===== src/verilog/rv32i_types_pkg.sv =====
// RV32I ISA types shared by the fetch front end and the testbench
package rv32i_types_pkg;

    // Architectural data and address width
    localparam int WORD_W = 32;

    // One architectural word
    typedef logic [WORD_W-1:0] word_t;

    // PC value loaded on reset
    localparam word_t RESET_PC = 32'h00000100;

    // Base opcodes of RV32I
    typedef enum logic [6:0] {
        LUI     = 7'b0110111,
        AUIPC   = 7'b0010111,
        JAL     = 7'b1101111,
        JALR    = 7'b1100111,
        BRANCH  = 7'b1100011,
        LOAD    = 7'b0000011,
        STORE   = 7'b0100011,
        IMMED   = 7'b0010011,
        REGREG  = 7'b0110011,
        MISCMEM = 7'b0001111,
        SYSTEM  = 7'b1110011
    } opcode_t;

    // B-type layout
    // Immediate bits are scattered across the word
    typedef struct packed {
        logic       imm12;
        logic [5:0] imm10_05;
        logic [4:0] rs2;
        logic [4:0] rs1;
        logic [2:0] funct3;
        logic [3:0] imm04_01;
        logic       imm11;
        opcode_t    opcode;
    } sbtype_t;

endpackage

===== src/verilog/fetch_pipe_pkg.sv =====
// Pipeline-side types for the fetch-to-execute register and the branch target buffer
package fetch_pipe_pkg;
    import rv32i_types_pkg::*;

    // BTB geometry
    // Direct mapped, indexed by PC[5:2]
    localparam int BTB_ENTRIES = 16;
    localparam int BTB_IDX_W   = 4;
    // Tag covers PC[31:6]
    localparam int BTB_TAG_W   = 26;

    // Fetch-to-execute register contents
    typedef struct packed {
        logic  valid;
        // Squashed to zero on a fetch exception
        word_t instr;
        word_t pc;
        word_t pc4;
        // Exception flags for the execute stage
        logic  mal_insn;
        logic  fault_insn;
        word_t fault_addr;
        // BTB prediction made at fetch
        logic  prediction;
        word_t predicted_address;
    } fetch_ex_t;

endpackage


===== src/verilog/fetch_hazard_if.sv =====
// Control signals between the fetch hazard unit and the fetch stage
interface fetch_hazard_if
    import rv32i_types_pkg::*;
();

    // Downstream requests
    logic  ex_stall;
    logic  redirect;
    word_t redirect_pc;

    // Bus busy as seen by fetch, dropped on a fault
    logic  i_mem_busy;

    // Fetch controls
    logic  pc_en;
    logic  if_ex_flush;
    logic  if_ex_stall;
    logic  iren;

    modport unit (
        input  i_mem_busy,
        output ex_stall, redirect, redirect_pc,
        output pc_en, if_ex_flush, if_ex_stall, iren
    );

    modport fetch (
        output i_mem_busy,
        input  ex_stall, redirect, redirect_pc,
        input  pc_en, if_ex_flush, if_ex_stall, iren
    );

endinterface


===== src/verilog/generic_bus_if.sv =====
// Instruction bus between the CPU fetch logic and instruction memory
interface generic_bus_if
    import rv32i_types_pkg::*;
();

    // Request side
    word_t addr;
    logic  ren;

    // Response side
    // rdata and error are valid for addr when busy drops
    word_t rdata;
    logic  busy;
    logic  error;

    modport cpu (
        output addr, ren,
        input  rdata, busy, error
    );

    // A new addr during busy restarts the access
    modport mem (
        input  addr, ren,
        output rdata, busy, error
    );

endinterface


===== src/verilog/predictor_if.sv =====
// Lookup and training signals between the fetch stage and the branch predictor
interface predictor_if
    import rv32i_types_pkg::*;
();

    // Lookup request from fetch
    word_t current_pc;
    logic  is_branch;
    logic  is_jump;

    // Lookup result, combinational
    logic  predict_taken;
    word_t target_addr;

    // Training from branch resolution
    logic  train_valid;
    word_t train_pc;
    word_t train_target;
    logic  train_taken;

    modport access (
        output current_pc, is_branch, is_jump,
        input  predict_taken, target_addr
    );

    modport btb (
        input  current_pc, is_branch, is_jump,
        input  train_valid, train_pc, train_target, train_taken,
        output predict_taken, target_addr
    );

endinterface


===== src/verilog/branch_predictor.sv =====
// Direct-mapped branch target buffer with combinational lookup and edge-triggered training
module branch_predictor
    import rv32i_types_pkg::*;
    import fetch_pipe_pkg::*;
(
    input  logic        CLK,
    input  logic        nRST,
    predictor_if.btb    predict_if
);

    // Table state
    logic [BTB_ENTRIES-1:0] valid_q;
    logic [BTB_TAG_W-1:0]   tag_mem    [BTB_ENTRIES];
    word_t                  target_mem [BTB_ENTRIES];

    // Lookup fields
    logic [BTB_IDX_W-1:0]   rd_idx;
    logic [BTB_TAG_W-1:0]   rd_tag;
    logic                   hit;

    // Training fields
    logic [BTB_IDX_W-1:0]   wr_idx;
    logic [BTB_TAG_W-1:0]   wr_tag;

    // Index from word address bits, tag from the rest
    assign rd_idx = predict_if.current_pc[BTB_IDX_W+1:2];
    assign rd_tag = predict_if.current_pc[31 -: BTB_TAG_W];
    assign wr_idx = predict_if.train_pc[BTB_IDX_W+1:2];
    assign wr_tag = predict_if.train_pc[31 -: BTB_TAG_W];

    // Valid bits
    // Taken training allocates, not-taken training invalidates
    always_ff @(posedge CLK, negedge nRST) begin
        if (!nRST) begin
            valid_q <= '0;
        end else if (predict_if.train_valid) begin
            valid_q[wr_idx] <= predict_if.train_taken;
        end
    end

    // Tag and target arrays
    always_ff @(posedge CLK) begin
        if (predict_if.train_valid && predict_if.train_taken) begin
            tag_mem[wr_idx]    <= wr_tag;
            target_mem[wr_idx] <= predict_if.train_target;
        end
    end

    assign hit = valid_q[rd_idx] && (tag_mem[rd_idx] == rd_tag);

    // Only control-flow instructions may redirect
    assign predict_if.predict_taken = hit && (predict_if.is_branch || predict_if.is_jump);
    assign predict_if.target_addr   = target_mem[rd_idx];

endmodule


===== src/verilog/fetch_hazard_unit.sv =====
// Fetch hazard unit folding stalls, redirects and bus busy into the fetch controls
module fetch_hazard_unit
    import rv32i_types_pkg::*;
(
    input  logic          CLK,
    input  logic          nRST,
    fetch_hazard_if.unit  hazard_if,
    input  logic          ex_stall,
    input  logic          redirect,
    input  word_t         redirect_pc
);

    // Low for the first cycle out of reset
    logic iren_q;

    // Current access finished this cycle
    logic fetch_done;

    always_ff @(posedge CLK, negedge nRST) begin
        if (!nRST) begin
            iren_q <= 1'b0;
        end else begin
            iren_q <= 1'b1;
        end
    end

    assign hazard_if.iren = iren_q;

    // Pass the downstream requests on to fetch
    assign hazard_if.ex_stall    = ex_stall;
    assign hazard_if.redirect    = redirect;
    assign hazard_if.redirect_pc = redirect_pc;

    // No access is made while iren is low, so nothing completes
    assign fetch_done = iren_q && !hazard_if.i_mem_busy;

    // Redirect always moves the PC
    // Otherwise advance only on a finished, unstalled fetch
    assign hazard_if.pc_en = redirect || (fetch_done && !ex_stall);

    // Bubble into execute on redirect or an unfinished fetch
    assign hazard_if.if_ex_flush = redirect || !fetch_done;

    // Pipeline register holds under back-pressure
    assign hazard_if.if_ex_stall = ex_stall;

endmodule


===== src/verilog/fetch_stage.sv =====
// Fetch stage with PC register, next-PC select, bus request and fetch-to-execute register
module fetch_stage
    import rv32i_types_pkg::*;
    import fetch_pipe_pkg::*;
(
    input  logic            CLK,
    input  logic            nRST,
    generic_bus_if.cpu      ibus,
    fetch_hazard_if.fetch   hazard_if,
    predictor_if.access     predict_if,
    output fetch_ex_t       fetch_ex_reg
);

    // PC state
    word_t   pc;
    word_t   pc4;
    word_t   npc;

    // Exception detection
    logic    mal_insn;
    logic    fault_insn;
    word_t   fault_addr;

    // Word sent on to execute
    word_t   instr_to_ex;
    sbtype_t instr_sb;

    // PC register and next-PC selection
    always_ff @(posedge CLK, negedge nRST) begin
        if (!nRST) begin
            pc <= RESET_PC;
        end else if (hazard_if.pc_en) begin
            pc <= npc;
        end
    end

    assign pc4 = pc + 32'd4;

    // Redirect first, then prediction, then sequential
    always_comb begin
        if (hazard_if.redirect) begin
            npc = hazard_if.redirect_pc;
        end else if (predict_if.predict_taken) begin
            npc = predict_if.target_addr;
        end else begin
            npc = pc4;
        end
    end

    // Instruction bus request
    // Address held while pc_en is low, so a stalled fetch re-requests it
    assign ibus.addr = pc;
    assign ibus.ren  = hazard_if.iren;

    // Misaligned PC or bus error
    assign mal_insn   = (pc[1:0] != 2'b00);
    assign fault_insn = ibus.ren && ibus.error;
    assign fault_addr = pc;

    // A fault ends the access without waiting on memory
    assign hazard_if.i_mem_busy = ibus.busy && !(fault_insn || mal_insn);

    // Squash the word on any fetch exception
    assign instr_to_ex = (mal_insn || fault_insn) ? '0 : ibus.rdata;

    // Predictor lookup
    assign instr_sb = sbtype_t'(instr_to_ex);

    assign predict_if.current_pc = pc;
    assign predict_if.is_branch  = (instr_sb.opcode == BRANCH);
    assign predict_if.is_jump    = (instr_sb.opcode == JAL) || (instr_sb.opcode == JALR);

    // Fetch-to-execute register
    // Flush wins unless execute is stalled
    always_ff @(posedge CLK, negedge nRST) begin
        if (!nRST) begin
            fetch_ex_reg <= '0;
        end else if (hazard_if.if_ex_flush && !hazard_if.if_ex_stall) begin
            fetch_ex_reg <= '0;
        end else if (!hazard_if.if_ex_stall) begin
            // Still valid on exception so execute can trap
            fetch_ex_reg.valid             <= 1'b1;
            fetch_ex_reg.instr             <= instr_to_ex;
            fetch_ex_reg.pc                <= pc;
            fetch_ex_reg.pc4               <= pc4;
            fetch_ex_reg.mal_insn          <= mal_insn;
            fetch_ex_reg.fault_insn        <= fault_insn;
            fetch_ex_reg.fault_addr        <= fault_addr;
            fetch_ex_reg.prediction        <= predict_if.predict_taken;
            fetch_ex_reg.predicted_address <= predict_if.target_addr;
        end
    end

endmodule


===== src/verilog/fetch_unit.sv =====
// Instruction-fetch front end top level with plain instruction bus and execute ports
module fetch_unit
    import rv32i_types_pkg::*;
    import fetch_pipe_pkg::*;
(
    input  logic  CLK,
    input  logic  nRST,
    // Instruction memory
    output word_t imem_addr,
    output logic  imem_ren,
    input  word_t imem_rdata,
    input  logic  imem_busy,
    input  logic  imem_error,
    // Execute feedback
    input  logic  ex_stall,
    input  logic  redirect,
    input  word_t redirect_pc,
    // BTB training
    input  logic  train_valid,
    input  logic  train_taken,
    input  word_t train_pc,
    input  word_t train_target,
    // Fetch-to-execute register
    output logic  ex_valid,
    output word_t ex_instr,
    output word_t ex_pc,
    output word_t ex_pc4,
    output logic  ex_mal_insn,
    output logic  ex_fault_insn,
    output word_t ex_fault_addr,
    output logic  ex_prediction,
    output word_t ex_predicted_address
);

    generic_bus_if  ibus ();
    fetch_hazard_if hazard_if ();
    predictor_if    predict_if ();

    fetch_ex_t fetch_ex_reg;

    // Instruction bus to the pins
    assign imem_addr  = ibus.addr;
    assign imem_ren   = ibus.ren;
    assign ibus.rdata = imem_rdata;
    assign ibus.busy  = imem_busy;
    assign ibus.error = imem_error;

    // Training comes straight from the ports
    assign predict_if.train_valid  = train_valid;
    assign predict_if.train_taken  = train_taken;
    assign predict_if.train_pc     = train_pc;
    assign predict_if.train_target = train_target;

    fetch_hazard_unit i_fetch_hazard_unit (
        .CLK         (CLK),
        .nRST        (nRST),
        .hazard_if   (hazard_if),
        .ex_stall    (ex_stall),
        .redirect    (redirect),
        .redirect_pc (redirect_pc)
    );

    branch_predictor i_branch_predictor (
        .CLK        (CLK),
        .nRST       (nRST),
        .predict_if (predict_if)
    );

    fetch_stage i_fetch_stage (
        .CLK          (CLK),
        .nRST         (nRST),
        .ibus         (ibus),
        .hazard_if    (hazard_if),
        .predict_if   (predict_if),
        .fetch_ex_reg (fetch_ex_reg)
    );

    // Unpack the register record
    assign ex_valid             = fetch_ex_reg.valid;
    assign ex_instr             = fetch_ex_reg.instr;
    assign ex_pc                = fetch_ex_reg.pc;
    assign ex_pc4               = fetch_ex_reg.pc4;
    assign ex_mal_insn          = fetch_ex_reg.mal_insn;
    assign ex_fault_insn        = fetch_ex_reg.fault_insn;
    assign ex_fault_addr        = fetch_ex_reg.fault_addr;
    assign ex_prediction        = fetch_ex_reg.prediction;
    assign ex_predicted_address = fetch_ex_reg.predicted_address;

endmodule


===== config.mk =====
export PLATFORM = sky130hd
export DESIGN_NAME = fetch_unit
export DESIGN_NICKNAME = d
export VERILOG_FILES = /design/src/verilog/rv32i_types_pkg.sv /design/src/verilog/fetch_pipe_pkg.sv /design/src/verilog/fetch_hazard_if.sv /design/src/verilog/generic_bus_if.sv /design/src/verilog/predictor_if.sv /design/src/verilog/branch_predictor.sv /design/src/verilog/fetch_hazard_unit.sv /design/src/verilog/fetch_stage.sv /design/src/verilog/fetch_unit.sv
export SDC_FILE = /design/constraint.sdc
export NUM_CORES = 1
export LEC_CHECK = 0
export BUFFER_PORTS_ARGS = -buffer_cell sky130_fd_sc_hd__buf_4
export CAP_MARGIN = 20
export CORE_ASPECT_RATIO = 0.5
export CORE_MARGIN = 2
export CORE_UTILIZATION = 30
export CTS_CLUSTER_DIAMETER = 200
export CTS_CLUSTER_SIZE = 10
export DETAILED_ROUTE_END_ITERATION = 8
export PLACE_DENSITY_LB_ADDON = 0.05
export SLEW_MARGIN = 20
export SYNTH_ARGS = -nofsm -noshare
export SYNTH_HDL_FRONTEND = slang
export SYNTH_SLANG_ARGS = --single-unit

===== constraint.sdc =====
create_clock -name CLK -period 8.85 [get_ports CLK]
set_input_delay 1.77 -clock CLK [delete_from_list [all_inputs] [get_ports CLK]]
set_output_delay 1.77 -clock CLK [all_outputs]
set_load 0.02 [all_outputs]

## Yosys cells after proc, flatten, opt, wreduce, memory -nomap -nowiden

Memories as Yosys holds them, arrays and structs flattened.
Cells that the tools add are included.

| storage, ports and cells | value |
|---|---|
| bits in registers | 213 |
| bits in latches | 0 |
| bits in writable memories | 928 |
| bits in read-only memories | 0 |
| bits of input ports | 136 |
| output and inout bits | 197 |
| word-level logic and storage cells | 54 |
| memories kept | 2 |

| cells by class | value |
|---|---|
| $add $sub $neg | 1 |
| multiply operators | 0 |
| div/mod/pow operators | 0 |
| magnitude comparators | 3 |
| equal/unequal tests | 5 |
| shifts and indexed selects | 0 |
| mux-type cells | 12 |
| bitwise logic cells | 0 |
| reduce and logical (&&, ||, !) cells | 19 |

Memory list:

| name | words | bits a word | rd ports | clocked after memory_dff | wr ports | line | source |
|---|---|---|---|---|---|---|---|
| i_branch_predictor.target_mem | 16 | 32 | 1 | 0 | 1 | branch_predictor.sv:14 | `word_t target_mem [BTB_ENTRIES];` |
| i_branch_predictor.tag_mem | 16 | 26 | 1 | 0 | 1 | branch_predictor.sv:13 | `logic [BTB_TAG_W-1:0] tag_mem [BTB_ENTRIES];` |

Operator list:

| kind | number |
|---|---|
| $mux W164 | 2 |
| $mux W32 | 3 |
| $add A32 B3 Y32 const B | 1 |
| $eq A26 B26 Y1 | 1 |
| $eq A7 B7 Y1 const B | 3 |
| $bwmux W16 | 1 |
| $lt A4 B5 Y1 const B | 2 |
| $logic_and A1 B1 Y1 | 9 |
| $logic_or A1 B1 Y1 | 5 |
| $bmux W1 S4 | 1 |
| $demux W1 S4 | 1 |
| $ge A4 B1 Y1 const B | 1 |
| $logic_not A1 Y1 | 4 |
| $mux W1 | 4 |
| $ne A2 B1 Y1 const B | 1 |
| $reduce_bool A2 Y1 | 1 |

## Logic depth before layout (Yosys ltp)

Gate-level depths: netlist (run 1).

| logic depth | value |
|---|---|
| depth after elaboration | 10 |
| gate-level depth with buffers | 14 |
| gate-level depth less buffers | 9 |

## Modules after synthesis

Synthesis (run 1) repeated with hierarchy kept, for this count alone.

| second synthesis, totals | value |
|---|---|
| cells, all modules | 2451 |
| area, all modules | 45040.7 um2 |

By module, submodules not included:

| module | times used | cells an instance | area each (um2) |
|---|---|---|---|
| branch_predictor | 1 | 1580 | 36617.6 |
| fetch_stage | 1 | 831 | 8104.0 |
| fetch_hazard_unit | 1 | 40 | 319.1 |

## Least setup slack after synthesis (run 1)

OpenSTA, ideal clock, no wires.

| timing | value |
|---|---|
| path kind | in2reg |
| start point | input port train_taken |
| end point | memory i_branch_predictor.tag_mem[12][0] (enable) |
| library setup time | 0.547 ns |
| data arrival time | 5.987 ns |
| path slack | 2.316 ns |
| cell stages on the path | 2 |
| path buffers | 0 |
| cell sequence | nand4_1 nor3_1 |

| between the ends | value |
|---|---|
| cells in the longest elaborated chain, start to end | 3 |

RTL lines:

| what | line | source |
|---|---|---|
| start: declaration | fetch_unit.sv:20 | `input logic train_taken,` |
| $logic_and A1 B1 Y1 | branch_predictor.sv:43 | `if (predict_if.train_valid && predict_if.train_taken) begin` |
| $mux W1 | branch_predictor.sv:43 |  |
| $mux W1 (implied by the code) | branch_predictor.sv:44 | `tag_mem[wr_idx] <= wr_tag;` |
| end: declaration | branch_predictor.sv:13 |  |

No other way between the ends.

## Worst setup path after layout (run 1)

| timing | value |
|---|---|
| start point | register i_fetch_stage.pc[2] (netlist: i_fetch_stage.ibus.addr[2]) |
| end point | register i_fetch_stage.pc[27] (netlist: i_fetch_stage.ibus.addr[27]) |

| between the ends | value |
|---|---|
| cells in the longest elaborated chain, start to end | 6 |
| elaborated cells between the ends (all ways) | 10 |
| those cells by class | add/sub: 1; eq/ne: 1; mux: 4; reduce/logical: 2; memory: 2 |

RTL lines:

| what | line | source |
|---|---|---|
| start: declaration | fetch_stage.sv:15 | `word_t pc;` |
| start signal: assignment | fetch_stage.sv:33 | `pc <= npc;` |
| $mem_v2 Z16 W26 or $bmux W1 S4 (tied branches) | -- |  |
| $eq A26 B26 Y1 or $mux W1 (tied branches) | branch_predictor.sv:49 | `assign hit = valid_q[rd_idx] && (tag_mem[rd_idx] == rd_tag);` |
| $logic_and A1 B1 Y1 | branch_predictor.sv:49 |  |
| $logic_and A1 B1 Y1 | branch_predictor.sv:52 | `assign predict_if.predict_taken = hit && (predict_if.is_branch \|\| predict_if.is_jump);` |
| $mux W32 (*) | fetch_stage.sv:43 | `end else if (predict_if.predict_taken) begin` |
| $mux W32 (*) | fetch_stage.sv:41 | `if (hazard_if.redirect) begin` |

Every way passes the cells marked *; elsewhere a longest branch is shown, timed or not. The select of a mux whose other input is x is not followed.
A chain may end at the register's enable or synchronous reset.

==> results of run 1 <==
==> cell families (layout without fill, tap and decap cells) <==
family	count (synthesis)	after routing	synth area share (%)
buf+inv	191	579	2.40
other cells	1	5	0.00846
flops	1107	1107	73.0
compound gates	327	327	5.26
simple gates	305	305	3.53
fa+ha+maj	1	1	0.0282
xor+xnor	48	48	0.948
mux	353	353	14.9
==> per-layer routing <==
metal	up-vias	part of all wire (%)	wire, um
met1	13200	46	67200
met3	182	3.8	5540
li1	10100	-	-
met4	0	2.4	3470
met2	528	48	70300
met5	-	0	0
==> power groups by stage <==
stage                     Combinational, mW  Sequential (mW)  Clock [mW]
after floorplan                       0.912             6.01           0
after global placement                 1.59             6.04           0
after detailed placement               1.59             6.04           0
after CTS                              1.59             5.93        4.66
after global routing                   1.66             5.94        4.86
final                                  1.56             5.93        4.51
==> layout make-up <==
class / instances / area (sq um) / share of cell area (%)
Antenna cell: 4 / 10.0 / 0.0192
Clock buffer: 162 / 3180 / 6.09
Clock inverter: 7 / 120 / 0.230
Inverter: 16 / 62.6 / 0.120
Multi-Input combinational cell: 1035 / 11000 / 21.1
Sequential cell: 1107 / 32400 / 62.0
Tap cell: 1969 / 2460 / 4.72
Timing Repair Buffer: 394 / 2990 / 5.72
==> final timing paths <==
path                       cells after the start                              end                           from  slack (ns)
min in group asynchronous                      1   i_fetch_stage.fetch_ex_reg[19]                           nRST        1.07
setup reg to reg                               9      i_fetch_stage.ibus.addr[27]     i_fetch_stage.ibus.addr[2]        3.32
hold reg to reg                                1    i_branch_predictor.valid_q[2]  i_branch_predictor.valid_q[2]        0.47
max in group asynchronous                      3  i_fetch_stage.fetch_ex_reg[148]                           nRST        5.83
setup / recovery                               9      i_fetch_stage.ibus.addr[27]     i_fetch_stage.ibus.addr[2]        3.32
hold / removal                                 1    i_branch_predictor.valid_q[2]  i_branch_predictor.valid_q[2]        0.47
==> per-stage QoR <==
stage          total power, mW  hold slack (ns)  cells  util, %
4_1_cts                   12.2            0.477   4690     35.7
3_5_place_dp              7.63            0.462   4521     33.4
5_1_grt                   12.5            0.491   4692     35.7
6_report                  12.0            0.474   4694     35.7
2_1_floorplan             6.92            0.444   2333        -
3_3_place_gp              7.62            0.456   4521     33.4
==> placed cells by master, fill, tap and decap left out, types with 12 or more instances in the layout <==
master	count
o21ai_1	17
a21o_1	15
clkbuf_16	121
clkbuf_1	41
nand3_1	25
nand4_1	13
nor2_4	16
a21oi_1	54
and3_1	19
dfrtp_1	174
o21ai_0	53
buf_4	391
mux2i_1	93
nor3_1	25
nor2_1	41
a22o_1	107
mux2_2	18
mux4_2	242
inv_1	12
nand2_1	96
edfxtp_1	928
xnor2_1	37
==> reports/summary.log, run 1 <==
qor: clock_network.cts-root-buf clkbuf_16
qor: clock_network.numClockSinks 1107
qor: synth.yosys.cell_count.top_type edfxtp_1
qor: grt.grt_antenna_before_repair 7
qor: power.power.share.combinational 13.0%
qor: finish.design_area 0.0522 sq mm
qor: synth.part_of_the_yosys_area_used_for_sequential_elements 73.0%
qor: clock_network.clkSlewWorstSetupHoldPaths 0.07 ns
qor: floorplan.floorplan.initialDensity 30.3%
qor: grt.global_route.usage.met1 27.0%
qor: setup_path.critical_path.most_common_cell mux2i_1
qor: grt.grt_use_total 19.2%
qor: power.clkPwrFrac 37.6%
qor: sta.final.setup_skew 0.0358 ns
qor: synth.synth.top_cells.by_count 928 x edfxtp_1, 242 x mux4_2, 178 x dfrtp_1
qor: finish.final_layout_size_suffix_gt1_share 30.2%
qor: synth.synthesis.instances 2333
qor: power.seq_power_share 49.4%
qor: sta.fin_crit_sh 62.5%
qor: floorplan.pin_count 333
qor: routing.drtPass1Iterations 5
qor: clock_network.number_of_setup_buffers_added_after_cts 0
qor: power.static-leakage-power 18.2 nW
qor: power.p_int 8.89 mW
qor: finish.largest_register_ffs 512
qor: floorplan.die_height 276 um
qor: power.power_per_cell_area 230 mW/mm^2
qor: setup_path.critical_path_class flop to flop
qor: floorplan.core.rowCount 99
qor: routing.post-route-drc-count 0
qor: floorplan.fp.coreArea 0.146 sq mm
qor: routing.route.final.wire_length 147000 um
qor: sta.setup_total_negative_slack 0 ns
qor: grt.busiest_layer met2
qor: synth.syn_nets 2470
qor: clock_network.clock_tree_from_tritoncts yes
qor: floorplan.floorplan.die_area 0.151 sq mm
qor: synth.synth.lib_cells_used.distinct 78
qor: setup_path.worst-path-max-fanout 38
qor: clock_network.cts_repair_resize_count 0
qor: placed_design.routabilityCongestion 0.813
qor: setup_path.critPathRequiredTime 9.43 ns
qor: finish.nFillCells 13700
qor: grt.number_of_global_route_vias_before_repair 24700
qor: clock_network.clkLatencyLatePin 0.74 ns
qor: run_status.status completed
qor: sta.period_minus_slack 5.53 ns
qor: synth.yosys_register_bits 1107
qor: power.worst_ir_drop_vdd 0.126 mV
qor: finish.area_growth 17.8%
qor: setup_path.critical-path-top-delay-family multiplexers
qor: finish.nNetsFinal 2811
qor: sta.worst-slew-pin-transition 1.12 ns
qor: synth.synthesis.area 0.0443 sq mm
qor: synth.ys_async_sr_fraction 16.2%
qor: sta.achievable-frequency 181 MHz
qor: placed_design.post_dp_cell_area 0.0489 sq mm
qor: setup_path.cp_data_arrival_time 6.11 ns
qor: power.switching_power 3.12 mW
qor: synth.synth_top_area_cell edfxtp_1
qor: routing.drt-vias-per-instance 5.11
qor: clock_network.clock_buffer_depth 3
qor: grt.overflow 0
qor: clock_network.tritoncts.num_buffers 120
qor: grt.use_met2 31.1%
qor: grt.grt.met3_usage 2.86%
qor: routing.dr_total_vias 24000
qor: synth.post_synth.cell_area_avg 19.0 sq um
qor: flow_run.timing.max_cap.violations 0
qor: sta.timing_hold_violations_final 0
qor: synth.predominant_post_synthesis_flop_cell edfxtp_1
qor: setup_path.cp-start-kind flop
qor: power.power.share.switching 26.0%
qor: setup_path.chain_of_cells_forming_the_critical_path buf_4, mux4_2, mux2i_1, xor2_1, a31oi_1, nor4_2, nand4_4, mux2i_1, o21ai_1
qor: floorplan.die_w 548 um
qor: placed_design.place_hpwl 86400 um
qor: sta.timing.slew.headroom 25.6%
qor: synth.netlist_top_cells_area edfxtp_1 63%, mux4_2 12%, dfrtp_1 10%
qor: synth.synth.yosys.warnings 0
qor: sta.slew_violations 0
qor: sta.fin_ws 3.32 ns
qor: clock_network.htree_levels 3
qor: grt.first_pass_grt_wire_length 202000 um
qor: setup_path.worst_setup_path_end_kind flop
qor: placed_design.place_worst_setup_slack 3.37 ns
qor: grt.largest_net_degree_at_the_start_of_global_routing 125
qor: setup_path.cp_slowest_stage_delay 0.92 ns
qor: sta.finalSetupViolCount 0
qor: min_path.timing.hold.worst.class flop to flop
qor: synth.yosys.area.top_type_share 62.9%
qor: placed_design.numPortBuffers 330
qor: synth.synth_edf_count 928
qor: sta.rsz0062_at_grt false
qor: clock_network.postCtsHoldBufs 0
qor: routing.drt.antenna.violating_nets 0
qor: setup_path.critPathBufInv 1
qor: routing.drt_iter0_drc 1887
qor: routing.wirelength_per_cell 31.2 um
qor: setup_path.slowest_cp_cell dfrtp_4
Power figures use the tool's default switching activity.
==> run 2, diff against run 1 <==
==> constraint.sdc (replaced) <==
create_clock -name CLK -period 4.7 [get_ports CLK]
set_input_delay 0.94 -clock CLK [delete_from_list [all_inputs] [get_ports CLK]]
set_output_delay 0.94 -clock CLK [all_outputs]
set_load 0.02 [all_outputs]
==> run 2 against run 1 <==
Against the previous run: hold slack worse by 0.23 ns; first-iteration DRC count is 3.6% higher; clock power is 89% higher; largest power group unchanged; wire length is 0.14% lower; total power is 89% higher; core utilization is 0.30 points higher; critical path type unchanged; sequential share of layout area is 0.51 points lower; sequential power is 87% higher.
==> reports/summary.log, run 2 (synthesis results as in run 1) <==
qor: power.power 22.7 mW [was 12.0 mW]
qor: power.static-leakage-power 18.4 nW [was 18.2 nW]
qor: placed_design.place_hpwl 87400 um [was 86400 um]
qor: setup_path.worst-path-max-fanout 34 [was 38]
qor: finish.design_area 0.0527 sq mm [was 0.0522 sq mm]
qor: grt.largest_net_degree_at_the_start_of_global_routing 100 [was 125]
qor: routing.drt_iter0_drc 1955 [was 1887]
qor: clock_network.htree_levels 3 [unchanged]
qor: sta.timing.slew.headroom 27.4% [was 25.6%]
qor: grt.number_of_global_route_vias_before_repair 25000 [was 24700]
qor: power.seq_power_share 49.0% [was 49.4%]
qor: clock_network.clock_buffer_depth 3 [unchanged]
qor: sta.worst-slew-pin-transition 1.09 ns [was 1.12 ns]
qor: sta.final.setup_skew 0.0239 ns [was 0.0358 ns]
qor: floorplan.floorplan.die_area 0.151 sq mm [unchanged]
qor: clock_network.postCtsHoldBufs 0 [unchanged]
qor: power.clkPwrFrac 37.6% [about the same]
qor: clock_network.cts_repair_resize_count 0 [unchanged]
qor: clock_network.clkLatencyLatePin 0.73 ns [was 0.74 ns]
qor: placed_design.post_dp_cell_area 0.0493 sq mm [was 0.0489 sq mm]
qor: clock_network.cts-root-buf clkbuf_16 [unchanged]
qor: sta.period_minus_slack 4.02 ns [was 5.53 ns]
qor: clock_network.clkSlewWorstSetupHoldPaths 0.07 ns [about the same]
qor: sta.slew_violations 0 [unchanged]
qor: floorplan.core.rowCount 99 [unchanged]
qor: power.p_int 16.8 mW [was 8.89 mW]
qor: grt.grt_use_total 19.2% [about the same]
qor: setup_path.critical_path_class flop to flop [unchanged]
qor: flow_run.timing.max_cap.violations 0 [unchanged]
qor: routing.wirelength_per_cell 31.0 um [was 31.2 um]
qor: placed_design.routabilityCongestion 0.788 [was 0.813]
qor: power.power_per_cell_area 431 mW/mm^2 [was 230 mW/mm^2]
qor: grt.first_pass_grt_wire_length 204000 um [was 202000 um]
qor: sta.rsz0062_at_grt false [unchanged]
qor: sta.setup_total_negative_slack 0 ns [unchanged]
qor: finish.area_growth 18.8% [was 17.8%]
qor: setup_path.cp_data_arrival_time 4.64 ns [was 6.11 ns]
qor: power.worst_ir_drop_vdd 0.241 mV [was 0.126 mV]
qor: finish.largest_register_ffs 512 [unchanged]
qor: sta.achievable-frequency 248 MHz [was 181 MHz]
qor: routing.drt.antenna.violating_nets 0 [unchanged]
qor: clock_network.numClockSinks 1107 [unchanged]
qor: sta.fin_crit_sh 85.6% [was 62.5%]
qor: grt.grt_antenna_before_repair 7 [unchanged]
qor: power.power.share.switching 26.0% [about the same]
qor: clock_network.clock_tree_from_tritoncts yes [unchanged]
qor: setup_path.cp-start-kind flop [unchanged]
qor: power.switching_power 5.89 mW [was 3.12 mW]
qor: finish.commonest_cells_after_routing_fill_and_taps_aside 928 x edfxtp_1, 411 x buf_4, 242 x mux4_2 [was 928 x edfxtp_1, 391 x buf_4, 242 x mux4_2]
qor: run_status.status completed [unchanged]
qor: clock_network.tritoncts.num_buffers 120 [unchanged]
qor: grt.overflow 0 [unchanged]
qor: sta.fin_ws 0.675 ns [was 3.32 ns]
qor: routing.post-route-drc-count 0 [unchanged]
qor: sta.timing_hold_violations_final 0 [unchanged]
qor: finish.final_common_cell edfxtp_1 [unchanged]
qor: floorplan.fp.coreArea 0.146 sq mm [unchanged]
qor: routing.route.final.wire_length 146000 um [was 147000 um]
qor: floorplan.pin_count 333 [unchanged]
qor: placed_design.numPortBuffers 330 [unchanged]
qor: finish.final_layout_size_suffix_gt1_share 31.0% [was 30.2%]
qor: clock_network.number_of_setup_buffers_added_after_cts 0 [unchanged]
qor: routing.drtPass1Iterations 5 [unchanged]
qor: power.power.share.combinational 13.4% [was 13.0%]
qor: floorplan.die_height 276 um [unchanged]
qor: routing.met1Wirelength 68000 um [was 67200 um]
qor: floorplan.die_w 548 um [unchanged]
qor: setup_path.worst_setup_path_end_kind flop [unchanged]
qor: routing.topRoutingLayerUsed met5 [was met4]
qor: placed_design.place_worst_setup_slack 0.609 ns [was 3.37 ns]
qor: floorplan.floorplan.initialDensity 30.3% [unchanged]
qor: routing.drt-vias-per-instance 5.07 [was 5.11]
qor: routing.routed-wl-met2 71000 um [was 70300 um]
qor: min_path.timing.hold.worst.class primary input to asynchronous set/reset pin [was flop to flop]
qor: routing.met3WireLength 4740 um [was 5540 um]
qor: routing.dr_total_vias 23900 [was 24000]
qor: setup_path.critPathRequiredTime 5.32 ns [was 9.43 ns]
qor: finish.nNetsFinal 2844 [was 2811]
qor: sta.finalSetupViolCount 0 [unchanged]
-- run 2: power by group through the flow --
stage	combinational [mW]	clock, mW	sequential (mW)
floorplan	1.72	0	11.3
global placement	3.10	0	11.3
detailed placement	3.10	0	11.3
CTS	3.11	8.81	11.1
global route	3.25	9.19	11.1
finish	3.04	8.52	11.1
-- run 2: through the flow --
step                      std cells  hold slack, ns  utilization (%)
final                          4726           0.239             36.0
after global routing           4725           0.249             36.0
after CTS                      4725           0.237             36.0
after detailed placement       4554           0.462             33.7
after global placement         4554           0.455             33.7
after floorplan                2333           0.444                -
-- run 2: final timing paths --
path | startpoint | to | slack (ns) | cells after the start
worst max-delay path | i_fetch_stage.ibus.addr[3] | i_fetch_stage.ibus.addr[3] | 0.68 | 12
worst min-delay path | nRST | i_fetch_stage.fetch_ex_reg[13] | 0.24 | 1
worst max register to register | i_fetch_stage.ibus.addr[3] | i_fetch_stage.ibus.addr[3] | 0.68 | 12
worst min register to register | i_branch_predictor.valid_q[6] | i_branch_predictor.valid_q[6] | 0.48 | 1
max in group asynchronous | nRST | i_fetch_stage.ibus.addr[8] | 3.45 | 2
min in group CLK | imem_rdata[10] | i_fetch_stage.fetch_ex_reg[141] | 0.42 | 2
-- run 2: final cells by class --
type,instances,area [sq um]
Antenna cell,1,2.50
Clock buffer,164,3190
Clock inverter,7,138
Fill cell,13700,93600
Inverter,16,62.6
Multi-Input combinational cell,1035,11000
Sequential cell,1107,32400
Tap cell,1969,2460
Timing Repair Buffer,427,3400
-- run 2: routing by layer --
metal	GRT usage, %	vias up
li1	-	10200
met1	27.4	13200
met2	31.6	455
met3	2.70	144
met4	3.84	4
met5	0	-
-- run 2: worst max-delay path, stage by stage (launching register included) --
cell and delay, ns:
dfrtp_4 0.88, buf_4 0.36, buf_4 0.24, mux4_2 0.22
mux2i_1 0.17, o21ai_0 0.23, a31oi_1 0.10, a2111oi_1 0.54
and4_1 0.32, nand4_4 0.16, buf_12 0.24, mux2i_1 0.16
a21oi_1 0.23
